[config.mk]
export PLATFORM = sky130hd
export DESIGN_NAME = msx_io_top
export DESIGN_NICKNAME = d
export VERILOG_FILES = /design/src/common/msx_dev_pkg.sv /design/src/common/msx_bus_pkg.sv /design/src/common/msx_bus_if.sv /design/src/hw/msx_io_top.sv /design/src/ppi/ppi.sv /design/src/ppi/key_matrix.sv /design/src/hw/bus_arbiter.sv
export VERILOG_INCLUDE_DIRS = /design/src /design/src/common
export SDC_FILE = /design/constraint.sdc
export NUM_CORES = 1
export LEC_CHECK = 0
export BUFFER_PORTS_ARGS = -buffer_cell sky130_fd_sc_hd__buf_2
export CAP_MARGIN = 20
export CELL_PAD_IN_SITES_DETAIL_PLACEMENT = 2
export CELL_PAD_IN_SITES_GLOBAL_PLACEMENT = 2
export CORE_UTILIZATION = 35
export DETAILED_ROUTE_END_ITERATION = 16
export PLACE_DENSITY_LB_ADDON = 0.08
export RECOVER_POWER = 25
export SLEW_MARGIN = 40
export SYNTH_ARGS = -nofsm -noshare
export SYNTH_HDL_FRONTEND = slang
export SYNTH_SLANG_ARGS = --single-unit
[constraint.sdc]
create_clock -name clk -period 1.9 [get_ports clk]
set_input_delay 0.285 -clock clk [delete_from_list [all_inputs] [get_ports clk]]
set_output_delay 0.285 -clock clk [all_outputs]
set_load 0.01 [all_outputs]
[src/common/msx_bus_defs.svh]
// bus widths and PPI limits; the PPI base must keep its low two bits zero
`ifndef MSX_BUS_DEFS_SVH
`define MSX_BUS_DEFS_SVH

// ----------------------------------------------------------
// bus widths
// ----------------------------------------------------------
// full 16 bit address, io devices decode the low byte only
`define MSX_BUS_ADDR_W 16
`define MSX_BUS_DATA_W 8

// ----------------------------------------------------------
// devices and timing
// ----------------------------------------------------------
// PPI occupies A8h to ABh
`define MSX_PPI_BASE 8'hA8
// rows 0 to 10 exist, higher rows read as no key line
`define MSX_KEY_ROWS 11
// cycles after the read strobe before an unanswered read ends with FFh
`define MSX_BUS_READ_WAIT 4

`endif
[src/common/msx_dev_pkg.sv]
// PPI port and port C layout; mode control word and modes 1 and 2 are not modeled
package msx_dev_pkg;

	// port selected by address bits 1:0
	typedef enum logic [1:0] {
		port_a,
		port_b,
		port_c,
		port_d
	} ppi_port_e;

	// ----------------------------------------------------------
	// port C register, top bit first
	// ----------------------------------------------------------
	typedef struct packed {
		// keyboard click, 1 sounds
		logic       click_sound;
		// caps lock LED, active low
		logic       caps_led_off;
		// cassette output bit
		logic       cas_write;
		// cassette motor, 1 stops it
		logic       motor_off;
		// keyboard row select
		logic [3:0] key_row;
	} ppi_port_c_t;

endpackage

[src/common/msx_bus_pkg.sv]
// bus opcode and arbiter state types; memory opcodes exist but no memory device answers
package msx_bus_pkg;

	// ----------------------------------------------------------
	// master request opcode
	// ----------------------------------------------------------
	// io opcodes set the io qualifier, mem opcodes set the memory qualifier
	typedef enum logic [1:0] {
		op_io_read,
		op_io_write,
		op_mem_read,
		op_mem_write
	} bus_op_e;

	// ----------------------------------------------------------
	// arbiter FSM
	// ----------------------------------------------------------
	// idle   waits for a request and picks a master
	// issue  drives the single strobe cycle
	// wait   ends a write at once, a read on read_ready or timeout
	typedef enum logic [1:0] {
		arb_idle,
		arb_issue,
		arb_wait
	} arb_state_e;

endpackage

[src/common/msx_bus_if.sv]
// one shared bus, single outstanding read, at most one strobe per cycle
`include "msx_bus_defs.svh"

interface msx_bus_if;

	// address and write data are valid in the strobe cycle
	logic [`MSX_BUS_ADDR_W-1:0] address;
	logic [`MSX_BUS_DATA_W-1:0] write_data;
	// one cycle strobes
	logic                       read;
	logic                       write;
	// cycle qualifiers, valid with the strobe
	logic                       io;
	logic                       memory;
	// read response from the answering device
	logic                       read_ready;
	logic [`MSX_BUS_DATA_W-1:0] read_data;

	// ----------------------------------------------------------
	// views
	// ----------------------------------------------------------
	modport master (
		output address,
		output write_data,
		output read,
		output write,
		output io,
		output memory,
		input  read_ready,
		input  read_data
	);

	modport device (
		input  address,
		input  write_data,
		input  read,
		input  write,
		input  io,
		input  memory,
		output read_ready,
		output read_data
	);

endinterface

[src/hw/msx_io_top.sv]
// cpu and debug masters share the io bus; only the PPI answers, memory cycles read FFh
`include "msx_bus_defs.svh"

module msx_io_top (
	input  logic                       clk,
	input  logic                       n_reset,
	// cpu master
	input  logic                       cpu_req,
	input  msx_bus_pkg::bus_op_e       cpu_op,
	input  logic [`MSX_BUS_ADDR_W-1:0] cpu_address,
	input  logic [`MSX_BUS_DATA_W-1:0] cpu_write_data,
	output logic                       cpu_done,
	output logic [`MSX_BUS_DATA_W-1:0] cpu_read_data,
	// debug master
	input  logic                       dbg_req,
	input  msx_bus_pkg::bus_op_e       dbg_op,
	input  logic [`MSX_BUS_ADDR_W-1:0] dbg_address,
	input  logic [`MSX_BUS_DATA_W-1:0] dbg_write_data,
	output logic                       dbg_done,
	output logic [`MSX_BUS_DATA_W-1:0] dbg_read_data,
	// keyboard events
	input  logic                       key_valid,
	input  logic [3:0]                 key_event_row,
	input  logic [2:0]                 key_col,
	input  logic                       key_pressed,
	// PPI outputs
	output logic [`MSX_BUS_DATA_W-1:0] primary_slot,
	output logic [3:0]                 key_row,
	output logic                       motor_off,
	output logic                       cas_write,
	output logic                       caps_led_off,
	output logic                       click_sound
);

	// selected row byte from the matrix into port B
	logic [7:0] key_column;

	// ----------------------------------------------------------
	// bus and masters
	// ----------------------------------------------------------
	msx_bus_if bus_i ();

	bus_arbiter arbiter_i (
		.clk            (clk),
		.n_reset        (n_reset),
		.cpu_req        (cpu_req),
		.cpu_op         (cpu_op),
		.cpu_address    (cpu_address),
		.cpu_write_data (cpu_write_data),
		.cpu_done       (cpu_done),
		.cpu_read_data  (cpu_read_data),
		.dbg_req        (dbg_req),
		.dbg_op         (dbg_op),
		.dbg_address    (dbg_address),
		.dbg_write_data (dbg_write_data),
		.dbg_done       (dbg_done),
		.dbg_read_data  (dbg_read_data),
		.bus            (bus_i.master)
	);

	// ----------------------------------------------------------
	// devices
	// ----------------------------------------------------------
	ppi ppi_i (
		.clk          (clk),
		.n_reset      (n_reset),
		.bus          (bus_i.device),
		.primary_slot (primary_slot),
		.key_row      (key_row),
		.motor_off    (motor_off),
		.cas_write    (cas_write),
		.caps_led_off (caps_led_off),
		.click_sound  (click_sound),
		.key_column   (key_column)
	);

	// row select also leaves the top
	key_matrix key_matrix_i (
		.clk           (clk),
		.n_reset       (n_reset),
		.key_valid     (key_valid),
		.key_event_row (key_event_row),
		.key_col       (key_col),
		.key_pressed   (key_pressed),
		.key_row       (key_row),
		.key_column    (key_column)
	);

endmodule

[src/ppi/ppi.sv]
// PPI in mode 0 only, io ports A8h to ABh decoded from address bits 7:2
`include "msx_bus_defs.svh"

module ppi (
	input  logic                       clk,
	input  logic                       n_reset,
	msx_bus_if.device                  bus,
	output logic [`MSX_BUS_DATA_W-1:0] primary_slot,
	output logic [3:0]                 key_row,
	output logic                       motor_off,
	output logic                       cas_write,
	output logic                       caps_led_off,
	output logic                       click_sound,
	input  logic [`MSX_BUS_DATA_W-1:0] key_column
);
	import msx_dev_pkg::*;

	localparam logic [7:0] ppi_base = `MSX_PPI_BASE;

	logic                       w_hit;
	logic                       w_read_hit;
	logic                       w_write_hit;
	ppi_port_e                  w_port;
	logic [`MSX_BUS_DATA_W-1:0] w_read_mux;

	logic [`MSX_BUS_DATA_W-1:0] ff_primary_slot;
	ppi_port_c_t                ff_port_c;
	logic                       ff_read_ready;
	ppi_port_e                  ff_read_port;

	// ----------------------------------------------------------
	// decode
	// ----------------------------------------------------------
	// io cycles only, upper address byte ignored
	assign w_hit       = bus.io && (bus.address[7:2] == ppi_base[7:2]);
	assign w_read_hit  = w_hit && bus.read;
	assign w_write_hit = w_hit && bus.write;
	assign w_port      = ppi_port_e'(bus.address[1:0]);

	// ----------------------------------------------------------
	// write registers
	// ----------------------------------------------------------
	always_ff @(posedge clk) begin
		if (!n_reset) begin
			ff_primary_slot <= '0;
			// row F selects nothing, motor stopped, LED off
			ff_port_c <= '{click_sound: 1'b0, caps_led_off: 1'b1,
				cas_write: 1'b1, motor_off: 1'b1, key_row: 4'hF};
		end else if (w_write_hit) begin
			case (w_port)
				port_a:  ff_primary_slot <= bus.write_data;
				port_c:  ff_port_c       <= ppi_port_c_t'(bus.write_data);
				// port B is input only, port D ignores writes
				default: ;
			endcase
		end
	end

	assign primary_slot = ff_primary_slot;
	assign key_row      = ff_port_c.key_row;
	assign motor_off    = ff_port_c.motor_off;
	assign cas_write    = ff_port_c.cas_write;
	assign caps_led_off = ff_port_c.caps_led_off;
	assign click_sound  = ff_port_c.click_sound;

	// ----------------------------------------------------------
	// read response
	// ----------------------------------------------------------
	// answer exactly one cycle after the strobe
	always_ff @(posedge clk) begin
		if (!n_reset) begin
			ff_read_ready <= 1'b0;
		end else begin
			ff_read_ready <= w_read_hit;
		end
	end

	always_ff @(posedge clk) begin
		if (w_read_hit) begin
			ff_read_port <= w_port;
		end
	end

	// port B reads the current row, so a row change shows on the next read
	always_comb begin
		case (ff_read_port)
			port_a:  w_read_mux = ff_primary_slot;
			port_b:  w_read_mux = key_column;
			port_c:  w_read_mux = ff_port_c;
			default: w_read_mux = {`MSX_BUS_DATA_W{1'b1}};
		endcase
	end

	// bus data stays 00h between answers
	assign bus.read_data  = ff_read_ready ? w_read_mux : '0;
	assign bus.read_ready = ff_read_ready;

	// ----------------------------------------------------------
	// checks
	// ----------------------------------------------------------
	a_ready_after_read: assert property (@(posedge clk) disable iff (!n_reset)
		bus.read_ready |-> $past(w_read_hit));

endmodule

[src/ppi/key_matrix.sv]
// MSX_KEY_ROWS rows of 8 keys, active low; events and reads for missing rows are ignored
`include "msx_bus_defs.svh"

module key_matrix (
	input  logic       clk,
	input  logic       n_reset,
	// key event from the host
	input  logic       key_valid,
	input  logic [3:0] key_event_row,
	input  logic [2:0] key_col,
	input  logic       key_pressed,
	// row select from PPI port C
	input  logic [3:0] key_row,
	output logic [7:0] key_column
);

	// one byte per row, bit 0 while the key is held
	logic [7:0] ff_keys [`MSX_KEY_ROWS];

	logic       w_event_ok;
	logic       w_row_ok;

	// ----------------------------------------------------------
	// key events
	// ----------------------------------------------------------
	// row 11 and up have no key lines
	assign w_event_ok = key_valid && (key_event_row < 4'(`MSX_KEY_ROWS));

	always_ff @(posedge clk) begin
		if (!n_reset) begin
			// every key released
			for (int r = 0; r < `MSX_KEY_ROWS; r++) begin
				ff_keys[r] <= 8'hFF;
			end
		end else if (w_event_ok) begin
			// pressed drives the line low
			ff_keys[key_event_row][key_col] <= !key_pressed;
		end
	end

	// ----------------------------------------------------------
	// row read
	// ----------------------------------------------------------
	assign w_row_ok = (key_row < 4'(`MSX_KEY_ROWS));

	// missing rows float high like an open key line
	assign key_column = w_row_ok ? ff_keys[key_row] : 8'hFF;

endmodule

[src/hw/bus_arbiter.sv]
// one transaction at a time; unanswered reads end after MSX_BUS_READ_WAIT cycles with FFh
`include "msx_bus_defs.svh"

module bus_arbiter (
	input  logic                       clk,
	input  logic                       n_reset,
	// cpu master
	input  logic                       cpu_req,
	input  msx_bus_pkg::bus_op_e       cpu_op,
	input  logic [`MSX_BUS_ADDR_W-1:0] cpu_address,
	input  logic [`MSX_BUS_DATA_W-1:0] cpu_write_data,
	output logic                       cpu_done,
	output logic [`MSX_BUS_DATA_W-1:0] cpu_read_data,
	// debug master
	input  logic                       dbg_req,
	input  msx_bus_pkg::bus_op_e       dbg_op,
	input  logic [`MSX_BUS_ADDR_W-1:0] dbg_address,
	input  logic [`MSX_BUS_DATA_W-1:0] dbg_write_data,
	output logic                       dbg_done,
	output logic [`MSX_BUS_DATA_W-1:0] dbg_read_data,
	// shared bus
	msx_bus_if.master                  bus
);
	import msx_bus_pkg::*;

	localparam int wait_w = $clog2(`MSX_BUS_READ_WAIT + 1);

	arb_state_e                 ff_state;
	// 1 when the cpu had the last grant
	logic                       ff_last_cpu;
	logic                       ff_grant_dbg;
	bus_op_e                    ff_op;
	logic [`MSX_BUS_ADDR_W-1:0] ff_address;
	logic [`MSX_BUS_DATA_W-1:0] ff_write_data;
	logic [wait_w-1:0]          ff_wait;

	logic                       w_pick_dbg;
	logic                       w_strobe;
	logic                       w_is_read;
	logic                       w_timeout;
	logic                       w_done;
	logic [`MSX_BUS_DATA_W-1:0] w_read_data;

	// ----------------------------------------------------------
	// round robin pick
	// ----------------------------------------------------------
	// debug wins when alone, or when both ask and the cpu went last
	assign w_pick_dbg = dbg_req && (!cpu_req || ff_last_cpu);

	// ----------------------------------------------------------
	// FSM
	// ----------------------------------------------------------
	always_ff @(posedge clk) begin
		if (!n_reset) begin
			ff_state     <= arb_idle;
			ff_last_cpu  <= 1'b0;
			ff_grant_dbg <= 1'b0;
			ff_wait      <= '0;
		end else begin
			case (ff_state)
				arb_idle: begin
					if (cpu_req || dbg_req) begin
						ff_state     <= arb_issue;
						ff_grant_dbg <= w_pick_dbg;
						ff_last_cpu  <= !w_pick_dbg;
					end
				end
				arb_issue: begin
					// first wait cycle is one cycle after the strobe
					ff_state <= arb_wait;
					ff_wait  <= wait_w'(1);
				end
				arb_wait: begin
					if (w_done) begin
						ff_state <= arb_idle;
					end else begin
						ff_wait <= ff_wait + 1'b1;
					end
				end
				default: begin
					ff_state <= arb_idle;
				end
			endcase
		end
	end

	// request is captured while idle, held for the whole transaction
	always_ff @(posedge clk) begin
		if (ff_state == arb_idle) begin
			ff_op         <= w_pick_dbg ? dbg_op : cpu_op;
			ff_address    <= w_pick_dbg ? dbg_address : cpu_address;
			ff_write_data <= w_pick_dbg ? dbg_write_data : cpu_write_data;
		end
	end

	// ----------------------------------------------------------
	// bus drive
	// ----------------------------------------------------------
	assign w_strobe  = (ff_state == arb_issue);
	assign w_is_read = (ff_op == op_io_read) || (ff_op == op_mem_read);

	assign bus.read       = w_strobe && w_is_read;
	assign bus.write      = w_strobe && !w_is_read;
	assign bus.io         = w_strobe && ((ff_op == op_io_read) || (ff_op == op_io_write));
	assign bus.memory     = w_strobe && ((ff_op == op_mem_read) || (ff_op == op_mem_write));
	assign bus.address    = ff_address;
	assign bus.write_data = ff_write_data;

	// ----------------------------------------------------------
	// completion
	// ----------------------------------------------------------
	assign w_timeout = (ff_wait == wait_w'(`MSX_BUS_READ_WAIT));
	// writes finish in the first wait cycle
	assign w_done    = (ff_state == arb_wait) && (!w_is_read || bus.read_ready || w_timeout);
	// nobody answered, the floating bus reads FFh
	assign w_read_data = bus.read_ready ? bus.read_data : {`MSX_BUS_DATA_W{1'b1}};

	// done and data reach the granted master only
	assign cpu_done      = w_done && !ff_grant_dbg;
	assign dbg_done      = w_done && ff_grant_dbg;
	assign cpu_read_data = cpu_done ? w_read_data : '0;
	assign dbg_read_data = dbg_done ? w_read_data : '0;

	// ----------------------------------------------------------
	// checks
	// ----------------------------------------------------------
	a_single_strobe: assert property (@(posedge clk) disable iff (!n_reset)
		!(bus.read && bus.write));

	// a device answer outside the wait state would be lost
	a_ready_in_wait: assert property (@(posedge clk) disable iff (!n_reset)
		bus.read_ready |-> (ff_state == arb_wait));

endmodule

# == Word-level counts from Yosys, hierarchy flattened ==
# Memory sizes are Yosys's and may differ from the RTL's. A register that Yosys moved wholly into a read port is not among the register bits.
# Index checks and enable logic that the tools add are counted.
# totals
out_inout_bits,34
input_bits,65
ramBits,88
elab_cells,91
memories,1
reg_bits,44
# memory_table
memory,words,word_bits,rd,rd_clocked_by_memory_dff,write_ports,line_no,source
key_matrix_i.ff_keys,11,8,1,1,11,key_matrix.sv:18,logic [7:0] ff_keys [`MSX_KEY_ROWS];
# classes
mux,24
addsub,1
magnitude_cmp,4
reduce_logical,34
n_eq_ne,12
# ops
cell,count
$mux 8,9
$pmux 8 s3,1
$logic_and 1x1->1,12
$mux 4,3
$reduce_and 2->1,5
$eq 2x2->1 const B,4
$logic_not 2->1,4
$lt 4x4->1 const B,2
$reduce_or 8->1,1
$eq 2x1->1 const B,3
$eq 6x6->1 const B,1
$logic_or 1x1->1,6
$mux 2,3
$pmux 2 s3,1
$pmux 3 s2,1
$logic_not 1->1,5
$lt 3x4->1 const B,1
$mux 1,4
$ne 2x1->1 const B,2
$add 3x1->3 const B,1
$demux 1 s3,1
$eq 3x3->1 const B,1
$ge 3x1->1 const B,1
$mux 3,1
2 further kinds,2

# == Longest topological paths before layout ==
# Gate-level depths: netlist of the first run.
# logic_depth
ltp_word,8
depth_mapped,9
mapped_depth_nobuf,8

# == Cells and area by module ==
# From an unflattened synthesis of the first run, not the netlist that was laid out.
# hier_totals
cells_unflattened,679
area_unflattened_um2,7508.5
# by_module_without_submodules
mod,seq_area_each_um2,area_each_um2,cells_each,instances
key_matrix,2562.5,4817.1,449,1
bus_arbiter,920.9,1651.6,129,1
ppi,400.4,1039.7,101,1

# == Least setup slack after synthesis of the first run ==
# No wires, ideal clock.
# synth_timing
path_kind,reg-to-output
startpoint,reg arbiter_i.ff_wait[0]
endpoint,out cpu_read_data[1]
arrival_time_ns,1.647
path_buffers,2
path_slack_ns,-0.032
required_ns,1.615
stages_incl_launch_ff,10
path_cell_list,dfxtp_1 > inv_1 > ha_1 > a211oi_2 > or3_1 > buf_2 > inv_2 > buf_4 > o211ai_1 > o211ai_1
# synth_between
elab_chain_len,5
# synth_rtl
element,line_no,source
from (decl),bus_arbiter.sv:35,logic [wait_w-1:0] ff_wait;
from (signal assigned),bus_arbiter.sv:71,ff_wait <= wait_w'(1);
from (signal assigned),bus_arbiter.sv:77,ff_wait <= ff_wait + 1'b1;
$eq 3x3->1,bus_arbiter.sv:112,assign w_timeout = (ff_wait == wait_w'(`MSX_BUS_READ_WAIT));
$logic_or 1x1->1,bus_arbiter.sv:114,assign w_done = (ff_state == arb_wait) && (!w_is_read || bus.read_ready || w_timeout);
$logic_and 1x1->1,bus_arbiter.sv:114,
$logic_and 1x1->1,bus_arbiter.sv:119,assign cpu_done = w_done && !ff_grant_dbg;
net cpu_done,msx_io_top.sv:12,"output logic cpu_done,"
$mux 8,bus_arbiter.sv:121,assign cpu_read_data = cpu_done ? w_read_data : '0;
to (decl),msx_io_top.sv:13,"output logic [`MSX_BUS_DATA_W-1:0] cpu_read_data,"
# The timed path passes the listed nets, and every way through them passes these cells.

# == Worst setup path after layout of the first run ==
# layout_timing
startpoint,reg ppi_i.ff_read_port[1]
endpoint,out cpu_read_data[4]
# layout_between
elab_chain_len,4
# layout_rtl
element,line_no,source
from (decl),ppi.sv:29,ppi_port_e ff_read_port;
from (signal assigned),ppi.sv:80,ff_read_port <= w_port;
$eq 2x2->1 (tied with other cells),ppi.sv:86,case (ff_read_port)
$pmux 8 s3 *,ppi.sv:86,
$mux 8 *,bus_arbiter.sv:116,assign w_read_data = bus.read_ready ? bus.read_data : {`MSX_BUS_DATA_W{1'b1}};
$mux 8 *,bus_arbiter.sv:121,
# Every way passes the cells marked *; elsewhere a longest branch is shown, timed or not.

==> impl_results.md, run 1 <==
* Status: complete, but fails checks
* Failing checks: negative setup slack
* Internal power at 6.43 mW
* Largest family of logic cells by synthesized area: simple AND/OR/NAND/NOR gates
* Cts bufs inserted at 17
* Largest net degree at the start of global routing at 72
* Die area at 25900 um2
* RePlAce Congestion at 0.815
* Clock Sinks at 176
* Post-synth cell types at 55
* Global Route Usage Sum at 25.1%
* Met3 usage at 4.49%
* Iteration-0 DRC Markers at ~400
* Area contributors post-synth: edfxtp_1, mux2i_1, dfxtp_1
* Setup CP Type: flop to primary output
* Async S/R FF share, synth at 0%
* Slew @ Worst Pin at 1.40 ns
* Worst Path Max Fanout at 8
* Final hold slack at 0.132 ns
* Net Sw Frac at about a quarter
* Number of synthesized register bits at 176
* Worst-path clk slew at 0.08 ns
* Die H at 161 um
* Std-Cell Rows at 57
* Final period utilization at 131%
* Initial antenna violation count at 0
* Critical path data arrival time at between 2 and 2.5 ns
* Slowest Stage Delay on Critical Path at 0.44 ns
* Number of nets with antenna violations after routing at 0
* Max Cap Viol at 0
* Syn. warnings at 0
* Met2 Use GR at between 40% and 50%
* Core Area at about 25000 um2
* Final worst clock skew at ~0.016 ns
* RSZ-0062 raised after global routing: yes
* Starting Density at about 36%
* Crit end category: primary output
* GRT busiest layer: met2
* Max-slew violation count at 0
* Detailed Routing Iterations Pass 1 at 5
* Dpl cells at 1273
* Sw Pwr at 2.35 mW
* Synthesized cell area at 8830 um2
* Startpoint types: flop
* Maximum achievable frequency at between 0.4 and 0.5 GHz
* Post-synth EDFFs at 140
* H-tree depth at 4
* Post-synth top area share at 47.6%
* Adder-Cell Fraction of Synth Area at 0.283%
* I/O pin count at 99
* Gate power share at 8.1%
* Finish-stage setup viols at 24
* Clock power share at 40.6%
* Compound-Gate Fraction of Synth Area at approximately an eighth
* DRC Markers at 0
* Via total after detailed routing at 7172
* Syn-to-layout area delta at 29.2%
* Vias in the first global route at 7819
* Routed len/inst at 24.1 um
* Worst-Skew Late Latency at 0.45 ns
* Pwr dens at 769 nW/um2
* Max rail drop VDD at 0.422 mV
* Pleak at 4.54 nW
* Via/cell ratio at 5.43
* Nets at 1052
* Die W at about 160 um
* Final WL at between 30000 and 40000 um
* Fin crit period at 2.49 ns
* Syn Area/Cell at 11.2 um2
* Setup slack at placement at -0.304 ns
* CP Data Required Time at 1.62 ns
* Global route total overflow at 0
* CTS tree: done
* Cell at the slowest stage of the critical path: edfxtp_1
* CP cell instances: buf_12 -> mux2i_2 -> a22oi_2 -> nand4_1 -> o211ai_1 -> buf_2
* Grt met1 use at between 30% and 40%
* Mapped Cells at ~790
* Worst Hold Class: primary input to flop
* Area leader, netlist: edfxtp_1
* XOR/XNOR Fraction of Synth Area at 0.0991%
* Mux cell area share after synthesis at 12.8%
* Fraction of layout cells with a size suffix above 1 at 32.5%
* Clock tree buffer depth at 2
* IO buf count at 82
* Post-DP HPWL at 22700 um
* Dominant synthesized flop cell: edfxtp_1
* Diode count at 0
* Final hold violations at 0
* First-pass GRT wire length at 48000 um
* Root buffer cell: clkbuf_16
* Simple-gate share of the synthesized area at 14.7%
* Register area share after synthesis at 55.7%
* Final Worst Setup Slack at -0.592 ns
* Slew HR at between 6 and 7%
* Non-filler instance count after layout at 1322
* Flop pwr share at 51.2%
-- synth_stat cells, drive strengths merged (2+ instances only) --
library cell    n
a21oi          20
a22oi          29
a31oi           8
and2            6
and3            3
buf            26
clkbuf         23
dfxtp          36
edfxtp        140
ha              2
inv            13
mux2           18
mux2i          93
nand2         131
nand2b          8
nand3           8
nand3b          3
nand4          21
nor2           26
nor2b          36
nor3            7
nor3b           2
nor4bb          2
o2111ai         2
o211a           4
o211ai         20
o21ai          78
o22a            8
o31ai           2
or3             2
-- placed cells by master (no fill, tap or decap), types with 21 or more instances in the layout --
cell and n:
buf_2 79, buf_4 76, conb_1 40, dfxtp_1 31
edfxtp_1 140, mux2i_1 78, nand2_1 128, nand4_1 21
nor2b_1 32, o21ai_0 74
-- logic make-up (layout without fill, tap and decap cells) --
group / Yosys count / count (layout)
AND/OR/NAND/NOR: 258 / 258
AO/OA/AOI/OAI: 177 / 177
flip-flops: 176 / 176
multiplexers: 111 / 111
buffers and inverters: 62 / 233
adder cells (fa/ha/maj): 2 / 2
other: 1 / 40
XOR/XNOR: 1 / 1
-- area by class of cell --
type	count	area (um2)
well taps	324	405
fillers	2524	13100
inverters	13	57.6
flip-flops and latches	176	4940
multi-input cells	589	4070
clock inverters	15	163
repair inverters	1	7.51
repair buffers	187	1360
clock buffers	17	425
-- metrics by stage --
| stage | setup TNS (ns) | total power [mW] | cell area (um2) | utilization (%) |
|---|---|---|---|---|
| 5_1_grt | -11.35 | 9.06 | 11400 | 46.5 |
| 4_1_cts | -8.76 | 8.85 | 11200 | 45.5 |
| 3_5_place_dp | -3.90 | 5.24 | 10300 | 41.9 |
| 2_1_floorplan | 0 | 4.92 | 8980 | - |
| 3_3_place_gp | -1.89 | 5.18 | 10300 | 41.9 |
| 6_report | -8.53 | 8.78 | 11400 | 46.5 |
-- what timing repair did --
| item | 4_1_cts | 5_1_grt |
|---|---|---|
| cloned | 1 | 2 |
| setup endpoints to repair | 23 | 30 |
| buffers inserted | 9 | 7 |
| gates resized for setup | 51 | 51 |
| endpoints found under the hold margin | 0 | 0 |
| hold buffers | 0 | 0 |
| pin swaps | 26 | 42 |
-- metal layers --
metal | part of all wire (%) | up-vias
met4 | 2.6 | 0
met5 | 0 | -
met3 | 3.4 | 52
met2 | 51 | 154
met1 | 43 | 3692
li1 | - | 3274
-- power groups by stage --
stage / logic, mW / registers (mW) / clock network [mW]
after CTS: 0.707 / 4.50 / 3.64
final: 0.715 / 4.50 / 3.57
after global placement: 0.618 / 4.56 / 0
after floorplan: 0.392 / 4.53 / 0
after detailed placement: 0.663 / 4.58 / 0
after global routing: 0.774 / 4.52 / 3.76
-- registers in the layout, indices dropped and copies added (netlist names), 2 cells and up, named ones only --
signal / count
arbiter_i.bus.write_data: 8
ppi_i.primary_slot: 8
arbiter_i.ff_op: 2
ppi_i.key_row: 4
arbiter_i.bus.address: 8
key_matrix_i.ff_keys: 128
ppi_i.ff_read_port: 2
arbiter_i.ff_state: 2
arbiter_i.ff_wait: 3
-- worst max-delay path, delay by kind of cell (launching register included) --
kind,cells,cell delay [ns]
AO/OA/AOI/OAI,2,0.51
buffers and inverters,2,0.37
flip-flops,1,0.44
multiplexers,1,0.21
AND/OR/NAND/NOR,1,0.23
-- path summary, 6_finish.rpt --
path / from / endpoint / cells after the start / slack, ns
hold reg to reg: ppi_i.primary_slot[2] / ppi_i.primary_slot[2] / 2 / 0.55
setup / recovery: ppi_i.ff_read_port[1] / cpu_read_data[4] / 6 / -0.59
hold / removal: dbg_op[0] / arbiter_i.ff_op[0] / 2 / 0.13
setup reg to reg: arbiter_i.bus.address[2] / ppi_i.cas_write / 6 / 0
No activity file was read; power rests on OpenSTA's default activity.
==> run 2, diff against run 1 <==
- CORE_ASPECT_RATIO: not set -> 1.25
==> run 2 against run 1 <==
  * The run still ends with negative setup slack left
  * Combinational power increased by 0.7%
  * Largest power group unchanged
  * Final area rose by 0.56%
  * Utilization hardly changed
  * Critical path type unchanged
==> impl_results.md, run 2 (synthesized netlist as in run 1, its figures left out) <==
* Status: complete, but fails checks (unchanged)
* Failing checks: negative setup slack (unchanged)
* Commonest non-fill, non-tap cell in the layout: edfxtp_1 (unchanged)
* Cell at the slowest stage of the critical path: dfxtp_4 (was edfxtp_1)
* Std-Cell Rows at 64 (was 57)
* Worst Hold Class: primary input to flop (unchanged)
* Detailed Routing Iterations Pass 1 at 4 (was 5)
* Total power at 9.32 mW (was 8.78 mW)
* Critical path data arrival time at 2.21 ns (about the same)
* Clock power share at 44.0% (was 40.6%)
* Cts bufs inserted at 17 (unchanged)
* Final WL at 31100 um (was 31900 um)
* Max-slew violation count at 0 (unchanged)
* First-pass GRT wire length at 47500 um (was 48000 um)
* Pleak at 4.60 nW (was 4.54 nW)
* CP Data Required Time at 1.62 ns (about the same)
* Number of nets with antenna violations after routing at 0 (unchanged)
* Final hold violations at 0 (unchanged)
* Die H at 180 um (was 161 um)
* Hold buffer count at CTS at 0 (unchanged)
* Fillers at 2591 (was 2524)
* Final period utilization at 131% (about the same)
* Diode count at 0 (unchanged)
* Net Sw Frac at 23.1% (was 26.7%)
* Register with the highest flop count: key_matrix_i.ff_keys (unchanged)
* Final Worst Setup Slack at -0.593 ns (was -0.592 ns)
* Design area at 11500 um2 (was 11400 um2)
* Multi-input logic area at 4000 um2 (was 4070 um2)
* Iteration-0 DRC Markers at 427 (was 399)
* Sequential cell area at 4940 um2 (about the same)
* Finish-stage setup viols at 18 (was 24)
* Internal power at 7.17 mW (was 6.43 mW)
* RSZ-0062 raised after global routing: yes (unchanged)
* CP cell instances: buf_12 -> buf_4 -> mux2i_1 -> a22oi_2 -> buf_4 -> nand4_1 -> o211ai_1 -> buf_2 (was buf_12 -> mux2i_2 -> a22oi_2 -> nand4_1 -> o211ai_1 -> buf_2)
* Slew @ Worst Pin at 0.969 ns (was 1.40 ns)
* Sw Pwr at 2.15 mW (was 2.35 mW)
* Gate power share at 7.7% (was 8.1%)
* CTS tree: done (unchanged)
* Clock Sinks at 176 (unchanged)
* Final worst clock skew at 0.00933 ns (was 0.0156 ns)
* Via total after detailed routing at 7109 (was 7172)
* Nets at 1049 (was 1052)
* Fin crit period at 2.49 ns (about the same)
* Routed len/inst at 23.5 um (was 24.1 um)
* Worst-Skew Late Latency at 0.45 ns (about the same)
* Starting Density at 35.8% (was 36.0%)
* IO buf count at 82 (unchanged)
* Syn-to-layout area delta at 30.0% (was 29.2%)
* Clock tree buffer depth at 2 (unchanged)
* Crit end category: primary output (unchanged)
* Vias in the first global route at 7931 (was 7819)
* Commonest cells after routing, fill and taps aside: edfxtp_1, nand2_1, mux2i_1 (was edfxtp_1, nand2_1, buf_2)
* Flop pwr share at 48.3% (was 51.2%)
* Die W at 144 um (was 161 um)
* Startpoint types: flop (unchanged)
* Via/cell ratio at 5.37 (was 5.43)
* Core Area at 24700 um2 (was 24500 um2)
* Max rail drop VDD at 0.545 mV (was 0.422 mV)
* Largest net degree at the start of global routing at 94 (was 72)
* Max Cap Viol at 0 (unchanged)
* Initial antenna violation count at 0 (unchanged)
* DRC Markers at 0 (unchanged)
* Die area at 25900 um2 (about the same)
* Pwr dens at 812 nW/um2 (was 769 nW/um2)
* Fraction of layout cells with a size suffix above 1 at 30.8% (was 32.5%)
* Slowest Stage Delay on Critical Path at 0.39 ns (was 0.44 ns)
* RePlAce Congestion at 0.845 (was 0.815)
* Max FFs per register at 128 (unchanged)
* H-tree depth at 4 (unchanged)
* Final core occ at 46.6% (was 46.5%)
* Slew HR at 35.4% (was 6.88%)
* Global Route Usage Sum at 25.3% (was 25.1%)
* Maximum achievable frequency at 0.401 GHz (about the same)
* Worst Path Max Fanout at 6 (was 8)
* Global route total overflow at 0 (unchanged)
* I/O pin count at 99 (unchanged)
* Root buffer cell: clkbuf_16 (unchanged)
* Most frequent CP cell: buf_4
* Worst-path clk slew at 0.07 ns (was 0.08 ns)
* Post-DP HPWL at 22400 um (was 22700 um)
* DP Area at 10300 um2 (about the same)
* Setup CP Type: flop to primary output (unchanged)
## run 2: changes by cell type in the layout (fill, tap and decap cells not counted), sizes merged
cell      previous run  this run
bufinv               0         6
clkinv               7         2
clkbuf              29        27
inv                 20        18
clkinvlp             2         1
## run 2: worst paths after layout
path | to | cells past startpoint | start | slack [ns]
hold reg to reg | ppi_i.click_sound | 2 | ppi_i.click_sound | 0.52
setup reg to reg | ppi_i.caps_led_off | 6 | arbiter_i.bus.address[6] | 0
setup / recovery | cpu_read_data[1] | 8 | flop | -0.59
hold / removal | arbiter_i.bus.write_data[4] | 2 | cpu_write_data[4] | 0.13
## run 2: per-layer routing
metal / vias up / share of wire [%] / global-route usage [%]
met4: 0 / 2.3 / 9.45
met3: 46 / 3.1 / 4.00
met5: - / 0 / 0
met1: 3646 / 39 / 27.6
li1: 3277 / - / -
met2: 140 / 56 / 47.7
## run 2: final cells by class
type	instances	area share [%]
clock buffers	17	3.71
clock inverters	14	2.18
inverters	13	0.523
multi-input cells	589	34.9
flip-flops and latches	176	43.0
well taps	330	3.60
repair buffers	185	12.1
## run 2: metrics by stage
stage	worst slack [ns]	setup TNS [ns]	hold WS (ns)	instances
2_1_floorplan	0.00233	0	0.437	827
3_3_place_gp	-0.208	-1.99	0.492	1278
3_5_place_dp	-0.252	-3.27	0.508	1278
4_1_cts	-0.541	-9.31	0.115	1321
5_1_grt	-0.695	-12.27	0.127	1324
6_report	-0.593	-8.64	0.134	1324
## run 2: repair_timing
item	4_1_cts	5_1_grt
setup endpoints to repair	29	32
resized for setup	49	32
pin swaps	28	20
buffers inserted	9	4
gates cloned	3	0
## run 2: critical path: cells and delay by family, from the launching register on
family          cells  cell delay (ns)
compound gates      2             0.43
buf+inv             4             0.65
flops               1             0.39
mux                 1             0.13
simple gates        1             0.17
## run 2: power by group through the flow
stage | Clock, mW | Combinational (mW) | Sequential, mW
after floorplan | 0 | 0.392 | 4.53
after global placement | 0 | 0.622 | 4.56
after detailed placement | 0 | 0.662 | 4.58
after CTS | 4.18 | 0.705 | 4.50
after global routing | 4.30 | 0.784 | 4.52
final | 4.10 | 0.720 | 4.50
